===== src/design/i8080_pkg.sv =====
// 8080-lite shared definitions: opcode views, cycle states, bus status bits and widths
package i8080_pkg;

   localparam int ADDR_W = 16;
   localparam int DATA_W = 8;

   // T-states of one machine cycle
   typedef enum logic [2:0] {T1, T2, TW, T3, T4} tstate_e;

   typedef enum logic [1:0] {FETCH, READ, WRITE, HALT} mcycle_e;

   // same order as the middle opcode field of the ALU group
   typedef enum logic [2:0] {ADD, ADC, SUB, SBB, ANA, XRA, ORA, CMP} alu_op_e;

   typedef struct packed {
      logic [1:0] group;
      logic [2:0] dst;
      logic [2:0] src;
   } mov_fields_t;

   typedef struct packed {
      logic [1:0] group;
      alu_op_e    alu_op;
      logic [2:0] src;
   } op_fields_t;

   // one opcode byte, read as a move or as an ALU operation
   typedef union packed {
      mov_fields_t mov;
      op_fields_t  op;
   } opcode_u;

   localparam logic [2:0] REG_M = 3'd6;
   localparam logic [2:0] REG_A = 3'd7;

   localparam logic [7:0] OP_HLT = 8'h76;
   localparam logic [7:0] OP_JMP = 8'hc3;
   localparam logic [7:0] OP_OUT = 8'hd3;

   // row patterns, compared on group and src bits only
   localparam logic [7:0] OP_ROW_MASK = 8'hc7;
   localparam logic [7:0] OP_MVI_MASK = 8'h06;
   localparam logic [7:0] OP_JCC_MASK = 8'hc2;

   // status byte on the data bus during T1
   localparam int STATUS_WO_N = 1;
   localparam int STATUS_HLTA = 3;
   localparam int STATUS_OUT  = 4;
   localparam int STATUS_M1   = 5;
   localparam int STATUS_MEMR = 7;

   // bit positions in the 4-bit flag vector
   localparam int FLAG_CY = 0;
   localparam int FLAG_P  = 1;
   localparam int FLAG_S  = 2;
   localparam int FLAG_Z  = 3;

endpackage


===== src/design/cycle_ctrl_if.sv =====
`timescale 1ns/10ps
// steering from the instruction sequencer to the counter, datapath and bus blocks
interface cycle_ctrl_if;

   i8080_pkg::tstate_e tstate;
   i8080_pkg::mcycle_e mcycle;

   // datapath writes, taken on the next edge
   logic                         reg_we;
   logic                         acc_we;
   logic                         alu_exec;
   logic [2:0]                   dst;
   logic [2:0]                   src;
   i8080_pkg::alu_op_e           alu_op;
   logic                         imm_sel;

   // program counter control
   logic                         pc_inc;
   logic                         lo_we;
   logic                         pc_load;

   logic [i8080_pkg::DATA_W-1:0] port_addr;

   modport seq (
      output tstate, mcycle, reg_we, acc_we, alu_exec, dst, src, alu_op, imm_sel,
      output pc_inc, lo_we, pc_load, port_addr
   );

   modport counter (input pc_inc, lo_we, pc_load);

   modport datapath (input reg_we, acc_we, alu_exec, dst, src, alu_op, imm_sel);

   modport bus (input tstate, mcycle, port_addr);

endinterface


===== src/design/program_counter.sv =====
`timescale 1ns/10ps
// program counter with increment, jump target low byte latch and jump load
module program_counter
(
   input  logic                         clk,
   input  logic                         reset,
   input  logic [i8080_pkg::DATA_W-1:0] data_latch,
   cycle_ctrl_if.counter                ctl,
   output logic [i8080_pkg::ADDR_W-1:0] pc
);

   logic [i8080_pkg::DATA_W-1:0] target_lo;

   // low byte of the jump target, from the first operand read
   always_ff @(posedge clk)
   begin
      if (ctl.lo_we)
         target_lo <= data_latch;
   end

   // high byte comes straight from the second operand read
   always_ff @(posedge clk or posedge reset)
   begin
      if (reset)
         pc <= '0;
      else if (ctl.pc_load)
         pc <= {data_latch, target_lo};
      else if (ctl.pc_inc)
         pc <= pc + 1'b1;
   end

endmodule


===== src/design/cycle_sequencer.sv =====
`timescale 1ns/10ps
// instruction register, opcode decode and the machine-cycle / T-state sequencer
module cycle_sequencer
(
   input  logic                         clk,
   input  logic                         reset,
   input  logic                         ready,
   input  logic [i8080_pkg::DATA_W-1:0] data_latch,
   input  logic [3:0]                   flags,
   cycle_ctrl_if.seq                    ctl
);

   i8080_pkg::opcode_u           ir;
   i8080_pkg::tstate_e           tstate;
   i8080_pkg::mcycle_e           mcycle;
   logic [1:0]                   rd_cnt;
   logic [i8080_pkg::DATA_W-1:0] port_q;

   logic       is_hlt;
   logic       is_mov;
   logic       is_mvi;
   logic       is_alu;
   logic       is_alui;
   logic       is_jmp;
   logic       is_jcc;
   logic       is_out;
   logic [1:0] n_reads;
   logic       cond_flag;
   logic       jump_taken;
   logic       exec_t4;
   logic       exec_rd;
   logic       last_rd;

   // opcode decode, memory operand forms fall out as no-ops
   always_comb
   begin
      is_hlt  = ir == i8080_pkg::OP_HLT;
      is_mov  = ir.mov.group == 2'b01 && ir.mov.dst != i8080_pkg::REG_M
                && ir.mov.src != i8080_pkg::REG_M;
      is_mvi  = (ir & i8080_pkg::OP_ROW_MASK) == i8080_pkg::OP_MVI_MASK
                && ir.mov.dst != i8080_pkg::REG_M;
      is_alu  = ir.op.group == 2'b10 && ir.op.src != i8080_pkg::REG_M;
      // immediate ALU forms sit in the memory slot of row 11
      is_alui = ir.op.group == 2'b11 && ir.op.src == i8080_pkg::REG_M;
      is_jmp  = ir == i8080_pkg::OP_JMP;
      is_jcc  = (ir & i8080_pkg::OP_ROW_MASK) == i8080_pkg::OP_JCC_MASK;
      is_out  = ir == i8080_pkg::OP_OUT;

      if (is_jmp || is_jcc)
         n_reads = 2'd2;
      else if (is_mvi || is_alui || is_out)
         n_reads = 2'd1;
      else
         n_reads = 2'd0;
   end

   // ccc field: upper two bits pick the flag, bit 0 the wanted value
   always_comb
   begin
      case (ir.mov.dst[2:1])
         2'b00:   cond_flag = flags[i8080_pkg::FLAG_Z];
         2'b01:   cond_flag = flags[i8080_pkg::FLAG_CY];
         2'b10:   cond_flag = flags[i8080_pkg::FLAG_P];
         default: cond_flag = flags[i8080_pkg::FLAG_S];
      endcase
      jump_taken = is_jmp || (is_jcc && cond_flag == ir.mov.dst[0]);
   end

   assign exec_t4 = mcycle == i8080_pkg::FETCH && tstate == i8080_pkg::T4;
   assign exec_rd = mcycle == i8080_pkg::READ && tstate == i8080_pkg::T3;
   assign last_rd = rd_cnt == 2'd1;

   assign ctl.tstate    = tstate;
   assign ctl.mcycle    = mcycle;
   assign ctl.reg_we    = ((exec_t4 && is_mov) || (exec_rd && is_mvi))
                          && ir.mov.dst != i8080_pkg::REG_A;
   assign ctl.acc_we    = ((exec_t4 && is_mov) || (exec_rd && is_mvi))
                          && ir.mov.dst == i8080_pkg::REG_A;
   assign ctl.alu_exec  = (exec_t4 && is_alu) || (exec_rd && is_alui);
   assign ctl.dst       = ir.mov.dst;
   assign ctl.src       = ir.mov.src;
   assign ctl.alu_op    = ir.op.alu_op;
   assign ctl.imm_sel   = mcycle == i8080_pkg::READ;
   // every opcode and operand byte advances the pc at the end of its T3
   assign ctl.pc_inc    = tstate == i8080_pkg::T3
                          && (mcycle == i8080_pkg::FETCH || mcycle == i8080_pkg::READ);
   assign ctl.lo_we     = exec_rd && (is_jmp || is_jcc) && !last_rd;
   assign ctl.pc_load   = exec_rd && last_rd && jump_taken;
   assign ctl.port_addr = port_q;

   always_ff @(posedge clk)
   begin
      if (exec_rd && is_out)
         port_q <= data_latch;
   end

   always_ff @(posedge clk or posedge reset)
   begin
      if (reset)
      begin
         // parked at the end of a fetch holding a NOP, so T1 follows the first edge
         tstate <= i8080_pkg::T4;
         mcycle <= i8080_pkg::FETCH;
         ir     <= '0;
         rd_cnt <= '0;
      end
      else
      begin
         case (tstate)
            i8080_pkg::T1:
               tstate <= (mcycle == i8080_pkg::HALT) ? i8080_pkg::TW : i8080_pkg::T2;
            i8080_pkg::T2, i8080_pkg::TW:
            begin
               // halt never leaves TW
               if (ready && mcycle != i8080_pkg::HALT)
                  tstate <= i8080_pkg::T3;
               else
                  tstate <= i8080_pkg::TW;
            end
            i8080_pkg::T3:
            begin
               if (mcycle == i8080_pkg::FETCH)
               begin
                  ir     <= data_latch;
                  tstate <= i8080_pkg::T4;
               end
               else
               begin
                  tstate <= i8080_pkg::T1;
                  if (mcycle == i8080_pkg::READ)
                     rd_cnt <= rd_cnt - 1'b1;
                  if (mcycle == i8080_pkg::READ && !last_rd)
                     mcycle <= i8080_pkg::READ;
                  else if (mcycle == i8080_pkg::READ && is_out)
                     mcycle <= i8080_pkg::WRITE;
                  else
                     mcycle <= i8080_pkg::FETCH;
               end
            end
            i8080_pkg::T4:
            begin
               tstate <= i8080_pkg::T1;
               rd_cnt <= n_reads;
               if (is_hlt)
                  mcycle <= i8080_pkg::HALT;
               else if (n_reads != 2'd0)
                  mcycle <= i8080_pkg::READ;
               else
                  mcycle <= i8080_pkg::FETCH;
            end
            default:
            begin
               tstate <= i8080_pkg::T1;
               mcycle <= i8080_pkg::FETCH;
            end
         endcase
      end
   end

endmodule


===== src/design/register_file.sv =====
`timescale 1ns/10ps
// general registers B, C, D, E, H and L, one read port and one write port
module register_file
(
   input  logic                         clk,
   input  logic                         reset,
   input  logic [i8080_pkg::DATA_W-1:0] operand,
   output logic [i8080_pkg::DATA_W-1:0] rd_data,
   cycle_ctrl_if.datapath               ctl
);

   // codes 0 to 5, the accumulator lives in the ALU block
   logic [i8080_pkg::DATA_W-1:0] regs [0:5];

   always_comb
   begin
      if (ctl.src < i8080_pkg::REG_M)
         rd_data = regs[ctl.src];
      else
         rd_data = '0;
   end

   always_ff @(posedge clk or posedge reset)
   begin
      if (reset)
      begin
         for (int i = 0; i < 6; i++)
            regs[i] <= '0;
      end
      else if (ctl.reg_we && ctl.dst < i8080_pkg::REG_M)
         regs[ctl.dst] <= operand;
   end

endmodule


===== src/design/alu_flags.sv =====
`timescale 1ns/10ps
// accumulator, operand select, 8-bit adder and logic unit, Z/S/P/CY flags
module alu_flags
(
   input  logic                         clk,
   input  logic                         reset,
   input  logic [i8080_pkg::DATA_W-1:0] rd_data,
   input  logic [i8080_pkg::DATA_W-1:0] data_latch,
   output logic [i8080_pkg::DATA_W-1:0] operand,
   output logic [i8080_pkg::DATA_W-1:0] acc,
   output logic [3:0]                   flags,
   cycle_ctrl_if.datapath               ctl
);

   logic [i8080_pkg::DATA_W-1:0] opnd_x;
   logic                         sub_op;
   logic                         logic_op;
   logic                         carry_in;
   logic [i8080_pkg::DATA_W:0]   sum;
   logic [i8080_pkg::DATA_W-1:0] result;
   logic                         cy_next;

   always_comb
   begin
      if (ctl.imm_sel)
         operand = data_latch;
      else if (ctl.src == i8080_pkg::REG_A)
         operand = acc;
      else
         operand = rd_data;
   end

   // subtraction runs through the adder with the operand inverted
   always_comb
   begin
      sub_op   = ctl.alu_op inside {i8080_pkg::SUB, i8080_pkg::SBB, i8080_pkg::CMP};
      logic_op = ctl.alu_op inside {i8080_pkg::ANA, i8080_pkg::XRA, i8080_pkg::ORA};
      opnd_x   = sub_op ? ~operand : operand;

      case (ctl.alu_op)
         i8080_pkg::ADC:                 carry_in = flags[i8080_pkg::FLAG_CY];
         i8080_pkg::SUB, i8080_pkg::CMP: carry_in = 1'b1;
         i8080_pkg::SBB:                 carry_in = ~flags[i8080_pkg::FLAG_CY];
         default:                        carry_in = 1'b0;
      endcase

      sum = {1'b0, acc} + {1'b0, opnd_x} + {8'd0, carry_in};

      case (ctl.alu_op)
         i8080_pkg::ANA: result = acc & operand;
         i8080_pkg::XRA: result = acc ^ operand;
         i8080_pkg::ORA: result = acc | operand;
         default:        result = sum[i8080_pkg::DATA_W-1:0];
      endcase

      // carry out of the inverted add is the complement of the borrow
      cy_next = logic_op ? 1'b0 : (sum[i8080_pkg::DATA_W] ^ sub_op);
   end

   always_ff @(posedge clk or posedge reset)
   begin
      if (reset)
      begin
         acc   <= '0;
         flags <= '0;
      end
      else if (ctl.alu_exec)
      begin
         // compare only sets flags
         if (ctl.alu_op != i8080_pkg::CMP)
            acc <= result;
         flags[i8080_pkg::FLAG_Z]  <= ~|result;
         flags[i8080_pkg::FLAG_S]  <= result[i8080_pkg::DATA_W-1];
         flags[i8080_pkg::FLAG_P]  <= ~^result;
         flags[i8080_pkg::FLAG_CY] <= cy_next;
      end
      else if (ctl.acc_we)
         acc <= operand;
   end

endmodule


===== src/design/bus_interface.sv =====
`timescale 1ns/10ps
// bus pins decoded from the cycle state, T1 status byte and read data capture
module bus_interface
(
   input  logic                         clk,
   input  logic                         reset,
   input  logic [i8080_pkg::ADDR_W-1:0] pc,
   input  logic [i8080_pkg::DATA_W-1:0] acc,
   input  logic [i8080_pkg::DATA_W-1:0] data_in,
   input  logic                         ready,
   output logic [i8080_pkg::ADDR_W-1:0] addr,
   output logic [i8080_pkg::DATA_W-1:0] data_out,
   output logic                         data_oe,
   output logic                         sync,
   output logic                         dbin,
   output logic                         wr_n,
   output logic                         wait_state,
   output logic [i8080_pkg::DATA_W-1:0] data_latch,
   cycle_ctrl_if.bus                    ctl
);

   logic                         rd_cycle;
   logic                         wr_cycle;
   logic                         xfer_phase;
   logic [i8080_pkg::DATA_W-1:0] status;

   assign rd_cycle   = ctl.mcycle == i8080_pkg::FETCH || ctl.mcycle == i8080_pkg::READ;
   assign wr_cycle   = ctl.mcycle == i8080_pkg::WRITE;
   assign xfer_phase = ctl.tstate == i8080_pkg::T2 || ctl.tstate == i8080_pkg::TW;

   always_comb
   begin
      status                        = '0;
      status[i8080_pkg::STATUS_WO_N] = ~wr_cycle;
      status[i8080_pkg::STATUS_MEMR] = ~wr_cycle;
      status[i8080_pkg::STATUS_M1]   = ctl.mcycle == i8080_pkg::FETCH;
      status[i8080_pkg::STATUS_OUT]  = wr_cycle;
      status[i8080_pkg::STATUS_HLTA] = ctl.mcycle == i8080_pkg::HALT;
   end

   assign sync       = ctl.tstate == i8080_pkg::T1;
   assign dbin       = xfer_phase && rd_cycle;
   // write strobe spans T2, any waits and T3
   assign wr_n       = ~(wr_cycle && (xfer_phase || ctl.tstate == i8080_pkg::T3));
   assign wait_state = ctl.tstate == i8080_pkg::TW;
   assign data_oe    = sync || !wr_n;
   assign data_out   = sync ? status : acc;
   // output port number appears on both address bytes
   assign addr       = wr_cycle ? {2{ctl.port_addr}} : pc;

   // read data is taken on the edge that ends T2 or TW with ready high
   always_ff @(posedge clk or posedge reset)
   begin
      if (reset)
         data_latch <= '0;
      else if (dbin && ready)
         data_latch <= data_in;
   end

endmodule


===== src/design/i8080_lite.sv =====
`timescale 1ns/10ps
// 8080-lite core top, sequencer and datapath blocks joined by the steering bundle
module i8080_lite
(
   input  logic                         clk,
   input  logic                         reset,
   output logic [i8080_pkg::ADDR_W-1:0] addr,
   input  logic [i8080_pkg::DATA_W-1:0] data_in,
   output logic [i8080_pkg::DATA_W-1:0] data_out,
   output logic                         data_oe,
   input  logic                         ready,
   output logic                         sync,
   output logic                         dbin,
   output logic                         wr_n,
   output logic                         wait_state
);

   logic [i8080_pkg::ADDR_W-1:0] pc;
   logic [i8080_pkg::DATA_W-1:0] data_latch;
   logic [i8080_pkg::DATA_W-1:0] acc;
   logic [i8080_pkg::DATA_W-1:0] operand;
   logic [i8080_pkg::DATA_W-1:0] rd_data;
   logic [3:0]                   flags;

   cycle_ctrl_if ctl ();

   cycle_sequencer i_cycle_sequencer
   (
      .clk        (clk),
      .reset      (reset),
      .ready      (ready),
      .data_latch (data_latch),
      .flags      (flags),
      .ctl        (ctl.seq)
   );

   program_counter i_program_counter
   (
      .clk        (clk),
      .reset      (reset),
      .data_latch (data_latch),
      .ctl        (ctl.counter),
      .pc         (pc)
   );

   register_file i_register_file
   (
      .clk        (clk),
      .reset      (reset),
      .operand    (operand),
      .rd_data    (rd_data),
      .ctl        (ctl.datapath)
   );

   alu_flags i_alu_flags
   (
      .clk        (clk),
      .reset      (reset),
      .rd_data    (rd_data),
      .data_latch (data_latch),
      .operand    (operand),
      .acc        (acc),
      .flags      (flags),
      .ctl        (ctl.datapath)
   );

   bus_interface i_bus_interface
   (
      .clk        (clk),
      .reset      (reset),
      .pc         (pc),
      .acc        (acc),
      .data_in    (data_in),
      .ready      (ready),
      .addr       (addr),
      .data_out   (data_out),
      .data_oe    (data_oe),
      .sync       (sync),
      .dbin       (dbin),
      .wr_n       (wr_n),
      .wait_state (wait_state),
      .data_latch (data_latch),
      .ctl        (ctl.bus)
   );

endmodule


===== config.mk =====
export PLATFORM = sky130hd
export DESIGN_NAME = i8080_lite
export DESIGN_NICKNAME = d
export VERILOG_FILES = /design/src/design/i8080_pkg.sv /design/src/design/cycle_ctrl_if.sv /design/src/design/program_counter.sv /design/src/design/cycle_sequencer.sv /design/src/design/register_file.sv /design/src/design/alu_flags.sv /design/src/design/bus_interface.sv /design/src/design/i8080_lite.sv
export SDC_FILE = /design/constraint.sdc
export NUM_CORES = 1
export LEC_CHECK = 0
export ABC_AREA = 1
export BUFFER_PORTS_ARGS = -buffer_cell sky130_fd_sc_hd__buf_2
export CORE_MARGIN = 1
export CORE_UTILIZATION = 65
export CTS_CLUSTER_DIAMETER = 60
export DETAILED_ROUTE_END_ITERATION = 10
export GPL_TIMING_DRIVEN = 0
export MAX_ROUTING_LAYER = met4
export PLACE_DENSITY = 0.81
export SYNTH_ARGS = -nofsm -noshare
export SYNTH_HDL_FRONTEND = slang
export SYNTH_SLANG_ARGS = --single-unit

===== constraint.sdc =====
create_clock -name clk -period 7.7 [get_ports clk]
set_input_delay 1.155 -clock clk [delete_from_list [all_inputs] [get_ports clk]]
set_output_delay 1.155 -clock clk [all_outputs]
set_load 0.005 [all_outputs]

==> flow_summary_export.csv, run 1 <==
group,metric,value,unit
routing,dr.pass1.iters,6,
clock_network,cts_buffer_depth,2,
global_route,antenna_found_initial,0,
timing,hold_ws,478,ps
synthesis,synthAdderAreaFrac,0.0560,
synthesis,syn_area,0.00719,mm^2
synthesis,syn_area_per_cell,7.60,um^2
floorplanning,io_pins,40,
timing,finalSetupViolCount,0,
final_layout,area_delta_synth_final,13.1,%
global_route,grt_max_degree,59,
synthesis,synth_cells,946,
floorplanning,die_y,107,um
worst_setup_path,critPathArrivalTime,4700,ps
synthesis,yosys.cell_types.count,44,
power,peakVddDrop,0.000627,V
power,p_clk_frac,0.194,
hold_path,hold_path_class,"register to register",
floorplanning,num_rows,38,
clock_network,ctsResizeCount,0,
timing,tightest_slew,1160,ps
final_layout,diodes,0,
worst_setup_path,criticalPathCategory,"register to register",
power,leakagePower,4.25,nW
clock_network,h-tree-depth,4,
global_route,grt_pass1_vias,6177,
routing,drt-vias-per-instance,5.78,
synthesis,synthXorXnorAreaFrac,0.0268,
routing,drtAntennaViolNets,0,
place,place_congestion,0.894,
global_route,overflow,0,
run,max_cap_violations,0,
power,combPwrFrac,0.546,
floorplanning,die-area,0.0115,mm^2
routing,wirelength,19.5,mm
clock_network,clkSinkCount,115,
synthesis,synth_edf_count,16,
synthesis,ys_seq_area_frac,0.411,
power,power.density_cell_area,465,mW/mm^2
synthesis,yosysTopAreaCellShare,0.341,
power,swShare,0.474,
synthesis,ys_warn_count,0,
global_route,track_usage,0.371,
timing,setup_tns,0,ps
timing,slew_headroom,0.219,
timing,finClkSkew,9.27,ps
worst_setup_path,end_kind,"register",
routing,drt-initial-drc-count,850,
power,switchingPower,1.79,mW
timing,hold_violations,0,
synthesis,yosys.area.top_type,"dfrtp_1",
synthesis,synthArstFlopShare,0.861,
synthesis,synth-seq-cells,115,
synthesis,synth_fp_nets,988,
outcome,status,"finished, final reports clean",
worst_setup_path,cp_max_fo,10,
synthesis,synthMuxAreaShare,0,
routing,num_vias,6690,
timing,min_period,4270,ps
routing,drc_errors,0,
timing,grt_setup_unrepaired,"false",
worst_setup_path,r2r_slack,3430,ps
clock_network,postCtsSetupBuffers,0,
place,numPortBuffers,39,
clock_network,cts_made_buffers,17,
clock_network,cts_root_buffer,"clkbuf_8",
floorplanning,initial_utilization,0.666,
floorplanning,die_x,107,um
synthesis,synth_compound_area_frac,0.127,
final_layout,drive_above_1_share,0.138,
clock_network,clk_latency,540,ps
clock_network,cts_tree,"done",
synthesis,dominantRegCellSynth,"dfrtp_1",
worst_setup_path,start_kind,"register",
synthesis,synth_area_leaders,"dfrtp_1, nand2_1, edfxtp_1, inv_1, o21ai_0",
synthesis,synth_top_family_by_area,"simple AND/OR/NAND/NOR gates",
floorplanning,core_area,0.0108,mm^2
final_layout,nNetsFinal,1047,
routing,wire_per_inst,16.9,um
place,dp_hpwl,13.7,mm
clock_network,clk_pin_slew_worst_paths,60,ps
synthesis,yosys.area_share.simple,0.285,
global_route,grt_pass1_wl,31.1,mm
timing,min_period_over_period,0.555,
worst_setup_path,worstPathRequired,8120,ps
clock_network,hold_buffers,0,
timing,final_max_slew_viol_count,0,
power,p_int,1.99,mW
timing,fmax,0.234,GHz
power,seqPwrFrac,0.260,
-- power by group through the flow --
stage	combinational, mW	sequential, mW	clock (mW)
after floorplan	1.51	0.927	0
after global placement	1.98	0.980	0
after detailed placement	2.02	0.983	0
after CTS	2.04	0.978	0.731
after global routing	2.32	1.00	0.763
final	2.07	0.984	0.733
-- critical path, stage by stage (launching register included) --
cell	delay, ps
dfrtp_1	390
buf_4	220
inv_1	100
buf_2	210
nor2_1	190
o21ai_0	140
o21a_1	190
nand2_1	70
nand2_2	160
xor2_1	210
fa_1	460
fa_1	420
inv_1	90
nand4_1	120
nand4_1	100
nand3_1	140
and2_1	190
ha_1	280
xnor2_1	180
xor2_1	180
o21ai_0	100
-- worst paths after layout --
kind | startpoint | end | depth (start not counted)
worst min-delay path | i_register_file.regs[7] | i_register_file.regs[7] | 2
max in group asynchronous | reset | i_cycle_sequencer.ctl.tstate[2] | 3
worst max register to register | i_cycle_sequencer.ir[2] | i_alu_flags.flags[1] | 20
worst max-delay path | i_cycle_sequencer.ir[2] | i_alu_flags.flags[1] | 20
min in group asynchronous | reset | i_register_file.regs[32] | 2
worst min register to register | i_register_file.regs[7] | i_register_file.regs[7] | 2
-- flip-flops by register name (all words and copies together), names as in the netlist --
| signal | flops |
|---|---|
| i_alu_flags.acc | 8 |
| i_alu_flags.flags | 4 |
| i_bus_interface.data_latch | 8 |
| i_cycle_sequencer.ctl.mcycle | 2 |
| i_cycle_sequencer.ctl.port_addr | 8 |
| i_cycle_sequencer.ctl.tstate | 3 |
| i_cycle_sequencer.ir | 8 |
| i_cycle_sequencer.rd_cnt | 2 |
| i_program_counter.pc | 16 |
| i_program_counter.target_lo | 8 |
| i_register_file.regs | 48 |
-- area by class of cell --
| class | count | area (um^2) |
|---|---|---|
| Clock buffer | 26 | 488 |
| Buffer | 25 | 171 |
| Inverter | 132 | 508 |
| Tap cell | 140 | 175 |
| Timing Repair Buffer | 40 | 223 |
| Multi-Input combinational cell | 674 | 3560 |
| Fill cell | 811 | 2660 |
| Sequential cell | 115 | 2960 |
| Clock inverter | 5 | 52.6 |
-- per-stage QoR --
step	setup slack (ps)	cells	cell area, um^2	power [mW]	util
floorplan	3960	946	7190	2.44	-
global placement	2730	1125	7560	2.96	0.701
detailed placement	3520	1126	7590	3.00	0.703
CTS	3500	1157	8130	3.75	0.754
global route	3190	1157	8130	4.08	0.754
finish	3430	1157	8130	3.79	0.754
-- cells in the final DEF (no fill, tap or decap), types with 2 or more instances in the layout --
master | netlist | final
a211oi_1 | 2 | 2
a21oi_1 | 33 | 33
a22oi_1 | 2 | 2
a31oi_1 | 2 | 2
and2_1 | 2 | 2
buf_2 | 7 | 46
buf_4 | 4 | 4
buf_6 | 7 | 7
clkbuf_1 | 6 | 11
clkbuf_16 | 0 | 16
clkbuf_8 | 0 | 5
clkinv_2 | 0 | 3
dfrtp_1 | 98 | 98
edfxtp_1 | 16 | 16
fa_1 | 2 | 2
ha_1 | 29 | 29
inv_1 | 124 | 123
inv_2 | 5 | 5
inv_4 | 2 | 3
nand2_1 | 254 | 254
nand2_2 | 13 | 13
nand2_4 | 6 | 6
nand3_1 | 68 | 68
nand3_2 | 4 | 4
nand3b_1 | 2 | 2
nand4_1 | 11 | 11
nor2_1 | 72 | 72
nor2_2 | 2 | 2
nor2_8 | 4 | 4
nor3_1 | 10 | 10
o211ai_1 | 6 | 6
o21a_1 | 5 | 5
o21ai_0 | 92 | 92
o21ai_1 | 10 | 10
o21ai_2 | 7 | 7
o2bb2ai_1 | 2 | 2
or2_2 | 7 | 7
xnor2_1 | 3 | 3
xor2_1 | 19 | 19
-- cell usage after synthesis (3+ instances only) --
library cell  instances
o21a_1                5
clkbuf_1              6
nand4_1              11
buf_6                 7
ha_1                 29
edfxtp_1             16
dfrtp_1              98
xor2_1               19
nor3_1               10
inv_2                 5
nand2_4               6
a21oi_1              33
nor2_8                4
xnor2_1               3
o21ai_1              10
o211ai_1              6
nand3_2               4
nand2_1             254
nor2_1               72
nand3_1              68
buf_4                 4
o21ai_0              92
or2_2                 7
inv_1               124
nand2_2              13
o21ai_2               7
buf_2                 7
-- cells by family (layout without fill, tap and decap cells) --
logic type | after synthesis | after routing
AO/OA/AOI/OAI | 165 | 165
XOR/XNOR | 22 | 22
adder cells (fa/ha/maj) | 31 | 31
buffers and inverters | 157 | 228
flip-flops | 115 | 115
AND/OR/NAND/NOR | 456 | 456
-- metal layers --
layer | wire length, um | vias to the layer above | GRT usage
met5 | 0 | - | -
met4 | 533 | 0 | 0.133
met3 | 1710 | 52 | 0.0875
met1 | 8190 | 3123 | 0.485
li1 | - | 3178 | -
met2 | 9120 | 337 | 0.568
Power figures use the tool's default switching activity.
==> inputs of run 2 (changes only) <==
--- a/config.mk
+++ b/config.mk
@@ -8,12 +8,12 @@
 export ABC_AREA = 1
 export BUFFER_PORTS_ARGS = -buffer_cell sky130_fd_sc_hd__buf_2
 export CORE_MARGIN = 1
-export CORE_UTILIZATION = 65
+export CORE_UTILIZATION = 62
 export CTS_CLUSTER_DIAMETER = 60
 export DETAILED_ROUTE_END_ITERATION = 10
 export GPL_TIMING_DRIVEN = 0
 export MAX_ROUTING_LAYER = met4
-export PLACE_DENSITY = 0.81
+export PLACE_DENSITY = 0.78
 export SYNTH_ARGS = -nofsm -noshare
 export SYNTH_HDL_FRONTEND = slang
 export SYNTH_SLANG_ARGS = --single-unit
==> constraint.sdc (replaced) <==
create_clock -name clk -period 4.1 [get_ports clk]
set_input_delay 0.615 -clock clk [delete_from_list [all_inputs] [get_ports clk]]
set_output_delay 0.615 -clock clk [all_outputs]
set_load 0.005 [all_outputs]
==> flow_summary_export.csv, run 2 (synthesized netlist as in run 1, its figures left out) <==
group,metric,value,unit
routing,top_layer,"met4",
floorplanning,initial_utilization,0.649,
final_layout,drive_above_1_share,0.154,
worst_setup_path,worstPathRequired,4390,ps
power,peakVddDrop,0.00146,V
floorplanning,die_x,110,um
timing,finalSetupViolCount,0,
timing,tightest_slew,1280,ps
hold_path,hold_path_class,"primary input to async pin",
timing,final_max_slew_viol_count,0,
worst_setup_path,end_kind,"register",
clock_network,h-tree-depth,4,
power,leakagePower,4.31,nW
clock_network,clk_latency,420,ps
global_route,grt_pass1_vias,5915,
clock_network,cts_tree,"done",
global_route,track_usage,0.356,
timing,hold_violations,0,
final_layout,final_util,0.749,
place,place_worst_setup_slack,-117,ps
floorplanning,num_rows,38,
worst_setup_path,start_kind,"register",
timing,finalWorstSetupSlack,215,ps
global_route,overflow,0,
final_layout,diodes,0,
routing,met1Wirelength,8.49,mm
global_route,antenna_found_initial,0,
run,max_cap_violations,0,
final_layout,nNetsFinal,1055,
routing,met2_length,9.16,mm
final_layout,reg_top3,"i_register_file.regs x48, i_program_counter.pc x16",
final_layout,layout_common_cells,"nand2_1, inv_1, dfrtp_1",
routing,num_vias,6555,
routing,wl_met3,1.54,mm
routing,drt-initial-drc-count,816,
global_route,grt_max_degree,67,
worst_setup_path,critPathArrivalTime,4180,ps
final_layout,area_delta_synth_final,15.4,%
global_route,grt_pass1_wl,30.5,mm
place,numPortBuffers,39,
place,placed_area,0.00759,mm^2
power,finalPower,7.49,mW
timing,setup_tns,0,ps
timing,min_period_over_period,0.947,
clock_network,clk_pin_slew_worst_paths,50,ps
floorplanning,die_y,110,um
timing,fmax,0.257,GHz
routing,dr.pass1.iters,9,
place,place_congestion,0.951,
worst_setup_path,r2r-start,"i_cycle_sequencer.ir[2]",
clock_network,clkSinkCount,115,
timing,min_period,3880,ps
floorplanning,die-area,0.0120,mm^2
floorplanning,io_pins,40,
routing,wire_per_inst,16.9,um
worst_setup_path,criticalPathCategory,"register to register",
clock_network,cts_made_buffers,17,
routing,wirelength,19.7,mm
timing,finClkSkew,7.29,ps
final_layout,layout_commonest_cell,"nand2_1",
routing,drtAntennaViolNets,0,
final_layout,design_area,0.00830,mm^2
timing,slew_headroom,0.143,
place,dp_hpwl,13.5,mm
worst_setup_path,r2r_slack,220,ps
clock_network,cts_buffer_depth,2,
routing,drt-vias-per-instance,5.62,
worst_setup_path,ff2ff_path_depth,20,
floorplanning,core_area,0.0111,mm^2
outcome,status,"finished, final reports clean",
worst_setup_path,r2r_end,"i_alu_flags.flags[1]",
clock_network,cts_root_buffer,"clkbuf_16",
final_layout,largest_register_ffs,48,
worst_setup_path,cp_max_fo,10,
power,power.density_cell_area,902,mW/mm^2
routing,drc_errors,0,
final_layout,top_register,"i_register_file.regs",
## run 2: changes by cell type in the layout (fill, tap and decap cells not counted), sizes merged
cell      delta
clkinvlp     +3
bufinv       +3
clkbuf       -5
buf          +9
inv          -1
## run 2: timing repair
action                                  4_1_cts  5_1_grt
buffers inserted                              0        9
resized for setup                             7        7
endpoints found under the setup margin        1        1
pin swaps                                     0        4
hold buffers                                  0        0
## run 2: area by class of cell
class / instances / area (um^2)
clock inverter: 10 / 158
clock buffer: 22 / 454
multi-input combinational: 674 / 3580
buffer: 24 / 176
inverter: 132 / 512
sequential: 115 / 2960
fill: 881 / 2780
timing repair buffer: 49 / 290
tap: 140 / 175
## run 2: worst max-delay path by stage
stage,start,to,slack [ps],cells after the start
after floorplan,i_cycle_sequencer.ir[2],i_alu_flags.flags[1],530,20
after global routing,i_cycle_sequencer.ir[0],i_alu_flags.flags[1],-20,23
final,i_cycle_sequencer.ir[2],i_alu_flags.flags[1],220,20
after global placement,reset,i_cycle_sequencer.rd_cnt[1],-310,2
after CTS,i_cycle_sequencer.ir[2],i_alu_flags.flags[1],7,20
after detailed placement,i_cycle_sequencer.ir[2],i_alu_flags.flags[1],-120,20
## run 2: report_power, final
group | leakage, nW | switching, mW | total, mW | internal, mW
Clock | 0.290 | 0.547 | 1.58 | 1.03
Sequential | 1.45 | 0.334 | 1.85 | 1.52
Combinational | 2.57 | 2.60 | 4.06 | 1.46
## run 2: per-stage QoR
step	instances	hold WS (ps)
finish	1166	210
global route	1166	258
CTS	1157	225
detailed placement	1126	468
global placement	1125	459
floorplan	946	445
## run 2: per-layer routing
layer,up-vias,track usage
met4,0,0.142
li1,3177,-
met5,-,-
met1,3021,0.475
met3,52,0.0782
met2,305,0.529
## run 2: worst max-delay path, stage by stage (launching register included)
cell and delay, ps:
dfrtp_1 360, buf_6 160, inv_1 90, buf_4 190, nor2_2 130, o21ai_0 120
o21a_1 180, nand2_1 100, nand2_4 90, xor2_1 180, fa_2 430, fa_2 360
inv_1 80, nand4_1 110, nand4_1 90, nand3_1 110, and2_1 170, ha_1 280
xnor2_1 170, xor2_1 210, o21ai_0 120
==> inputs of run 3 (changes only) <==
--- a/config.mk
+++ b/config.mk
@@ -7,13 +7,16 @@
 export LEC_CHECK = 0
 export ABC_AREA = 1
 export BUFFER_PORTS_ARGS = -buffer_cell sky130_fd_sc_hd__buf_2
+export CELL_PAD_IN_SITES_DETAIL_PLACEMENT = 0
+export CELL_PAD_IN_SITES_GLOBAL_PLACEMENT = 2
 export CORE_MARGIN = 1
-export CORE_UTILIZATION = 62
+export CORE_UTILIZATION = 37
 export CTS_CLUSTER_DIAMETER = 60
 export DETAILED_ROUTE_END_ITERATION = 10
 export GPL_TIMING_DRIVEN = 0
 export MAX_ROUTING_LAYER = met4
 export PLACE_DENSITY = 0.78
+export SKIP_CTS_REPAIR_TIMING = 1
 export SYNTH_ARGS = -nofsm -noshare
 export SYNTH_HDL_FRONTEND = slang
 export SYNTH_SLANG_ARGS = --single-unit
==> flow_summary_export.csv, run 3 (synthesized netlist as in run 1, its figures left out) <==
group,metric,value,unit
outcome,status,"finished, final reports clean",
timing,hold_ws,231,ps
worst_setup_path,crit_family,"adder cells",
routing,wire_per_inst,17.2,um
routing,drtAntennaViolNets,0,
timing,final_max_slew_viol_count,0,
global_route,track_usage,0.243,
timing,finalWorstSetupSlack,221,ps
power,peakVddDrop,0.000439,V
timing,min_period,3880,ps
clock_network,clkSinkCount,115,
final_layout,diodes,0,
worst_setup_path,start_kind,"register",
global_route,grt_pass1_vias,6007,
floorplanning,die_y,141,um
final_layout,layout_commonest_cell,"nand2_1",
worst_setup_path,worstPathRequired,4400,ps
worst_setup_path,critPathArrivalTime,4180,ps
worst_setup_path,path_buf_inv,4,
floorplanning,core_area,0.0189,mm^2
worst_setup_path,end_kind,"register",
timing,fmax,0.258,GHz
floorplanning,die-area,0.0200,mm^2
power,leakagePower,4.30,nW
timing,finClkSkew,14.7,ps
timing,slew_headroom,0.272,
final_layout,area_delta_synth_final,17.1,%
routing,drc_errors,0,
routing,drt-initial-drc-count,348,
global_route,antenna_found_initial,0,
floorplanning,num_rows,50,
final_layout,nNetsFinal,1053,
run,max_cap_violations,0,
clock_network,cts_tree,"done",
timing,grt_setup_unrepaired,"false",
routing,wirelength,22.1,mm
place,dp_hpwl,16.5,mm
floorplanning,io_pins,40,
timing,min_period_over_period,0.946,
clock_network,cts_made_buffers,17,
timing,hold_violations,0,
timing,tightest_slew,1080,ps
global_route,overflow,0,
routing,num_vias,6216,
clock_network,cts_root_buffer,"clkbuf_16",
clock_network,h-tree-depth,4,
clock_network,cts_buffer_depth,2,
global_route,grt_max_degree,69,
floorplanning,die_x,141,um
final_layout,reg_top3,"i_register_file.regs x48, i_program_counter.pc x16",
power,power.density_cell_area,873,mW/mm^2
hold_path,hold_path_class,"primary input to async pin",
worst_setup_path,cp_max_fo,10,
final_layout,top_register,"i_register_file.regs",
clock_network,clk_pin_slew_worst_paths,60,ps
final_layout,finalNonFillerCells,1284,
worst_setup_path,max_stage_delay,450,ps
global_route,grt_pass1_wl,35.2,mm
timing,finalSetupViolCount,0,
worst_setup_path,critPathSlowestCell,"fa_1",
place,dpl.cell_count,1246,
final_layout,largest_register_ffs,48,
final_layout,final_util,0.446,
routing,dr.pass1.iters,4,
clock_network,clk_latency,420,ps
worst_setup_path,criticalPathCategory,"register to register",
final_layout,drive_above_1_share,0.155,
place,place_congestion,0.870,
place,numPortBuffers,39,
worst_setup_path,path_cells,"inv_2 -> nand2_4 -> inv_1 -> clkbuf_4 -> a21oi_1 -> o21a_1 -> nand2_1 -> nand2_4 -> xor2_1 -> fa_1 -> fa_2 -> inv_1 -> nand4_1 -> nand4_1 -> nand3_1 -> and2_1 -> ha_1 -> xnor2_1 -> xor2_1 -> o21ai_0",
routing,drt-vias-per-instance,4.84,
floorplanning,initial_utilization,0.381,
place,place_worst_setup_slack,-202,ps
final_layout,layout_common_cells,"nand2_1, inv_1, dfrtp_1",
-- run 3: cell types whose count changed in the layout (fill, tap and decap cells not counted), moves of 2 or more --
cell	previous run	this run
clkbuf_1	9	5
inv_6	1	3
clkbuf_4	0	2
buf_4	14	9
bufinv_16	4	1
clkbuf_8	1	4
inv_4	3	5
-- run 3: worst paths after layout --
check,startpoint,end,slack [ps],cells past startpoint
setup / recovery,i_cycle_sequencer.ctl.mcycle[1],i_alu_flags.flags[1],220,20
hold / removal,reset,i_cycle_sequencer.ctl.tstate[1],230,2
setup reg to reg,i_cycle_sequencer.ctl.mcycle[1],i_alu_flags.flags[1],220,20
hold reg to reg,i_register_file.regs[5],i_register_file.regs[5],480,2
max in group asynchronous,reset,i_cycle_sequencer.ir[1],3100,3
min in group clk,data_in[7],i_bus_interface.data_latch[7],440,3
-- run 3: per-stage QoR --
step                power, mW  TNS (ps)  area (um^2)
finish                   7.35         0         8420
global route             8.02         0         8420
CTS                      7.29      -233         8320
detailed placement       5.81      -202         7740
global placement         5.81    -67530         7710
floorplan                4.57         0         7190
-- run 3: worst reg2reg max path, stage by stage (launching register included) --
cell and delay, ps:
dfrtp_1 430, inv_2 90, nand2_4 130, inv_1 90, clkbuf_4 190, a21oi_1 200
o21a_1 150, nand2_1 80, nand2_4 120, xor2_1 100, fa_1 450, fa_2 370
inv_1 80, nand4_1 120, nand4_1 90, nand3_1 120, and2_1 180, ha_1 290
xnor2_1 190, xor2_1 190, o21ai_0 100
-- run 3: area by class of cell --
class,instances,area (um^2)
Buffer,25,198
Clock buffer,21,480
Clock inverter,11,97.6
Fill cell,2060,10500
Inverter,132,512
Multi-Input combinational cell,674,3580
Sequential cell,115,2960
Tap cell,260,325
Timing Repair Buffer,46,268
-- run 3: power by group --
part	internal, mW	switching (mW)
clock	0.898	0.557
combinational	1.45	2.59
sequential	1.52	0.343
-- run 3: per-layer routing --
layer,routed length [um],track usage,up-vias
met5,0,-,-
met4,277,0.0560,0
met3,534,0.0432,15
met2,10100,0.372,84
met1,11300,0.336,2934
li1,-,-,3183
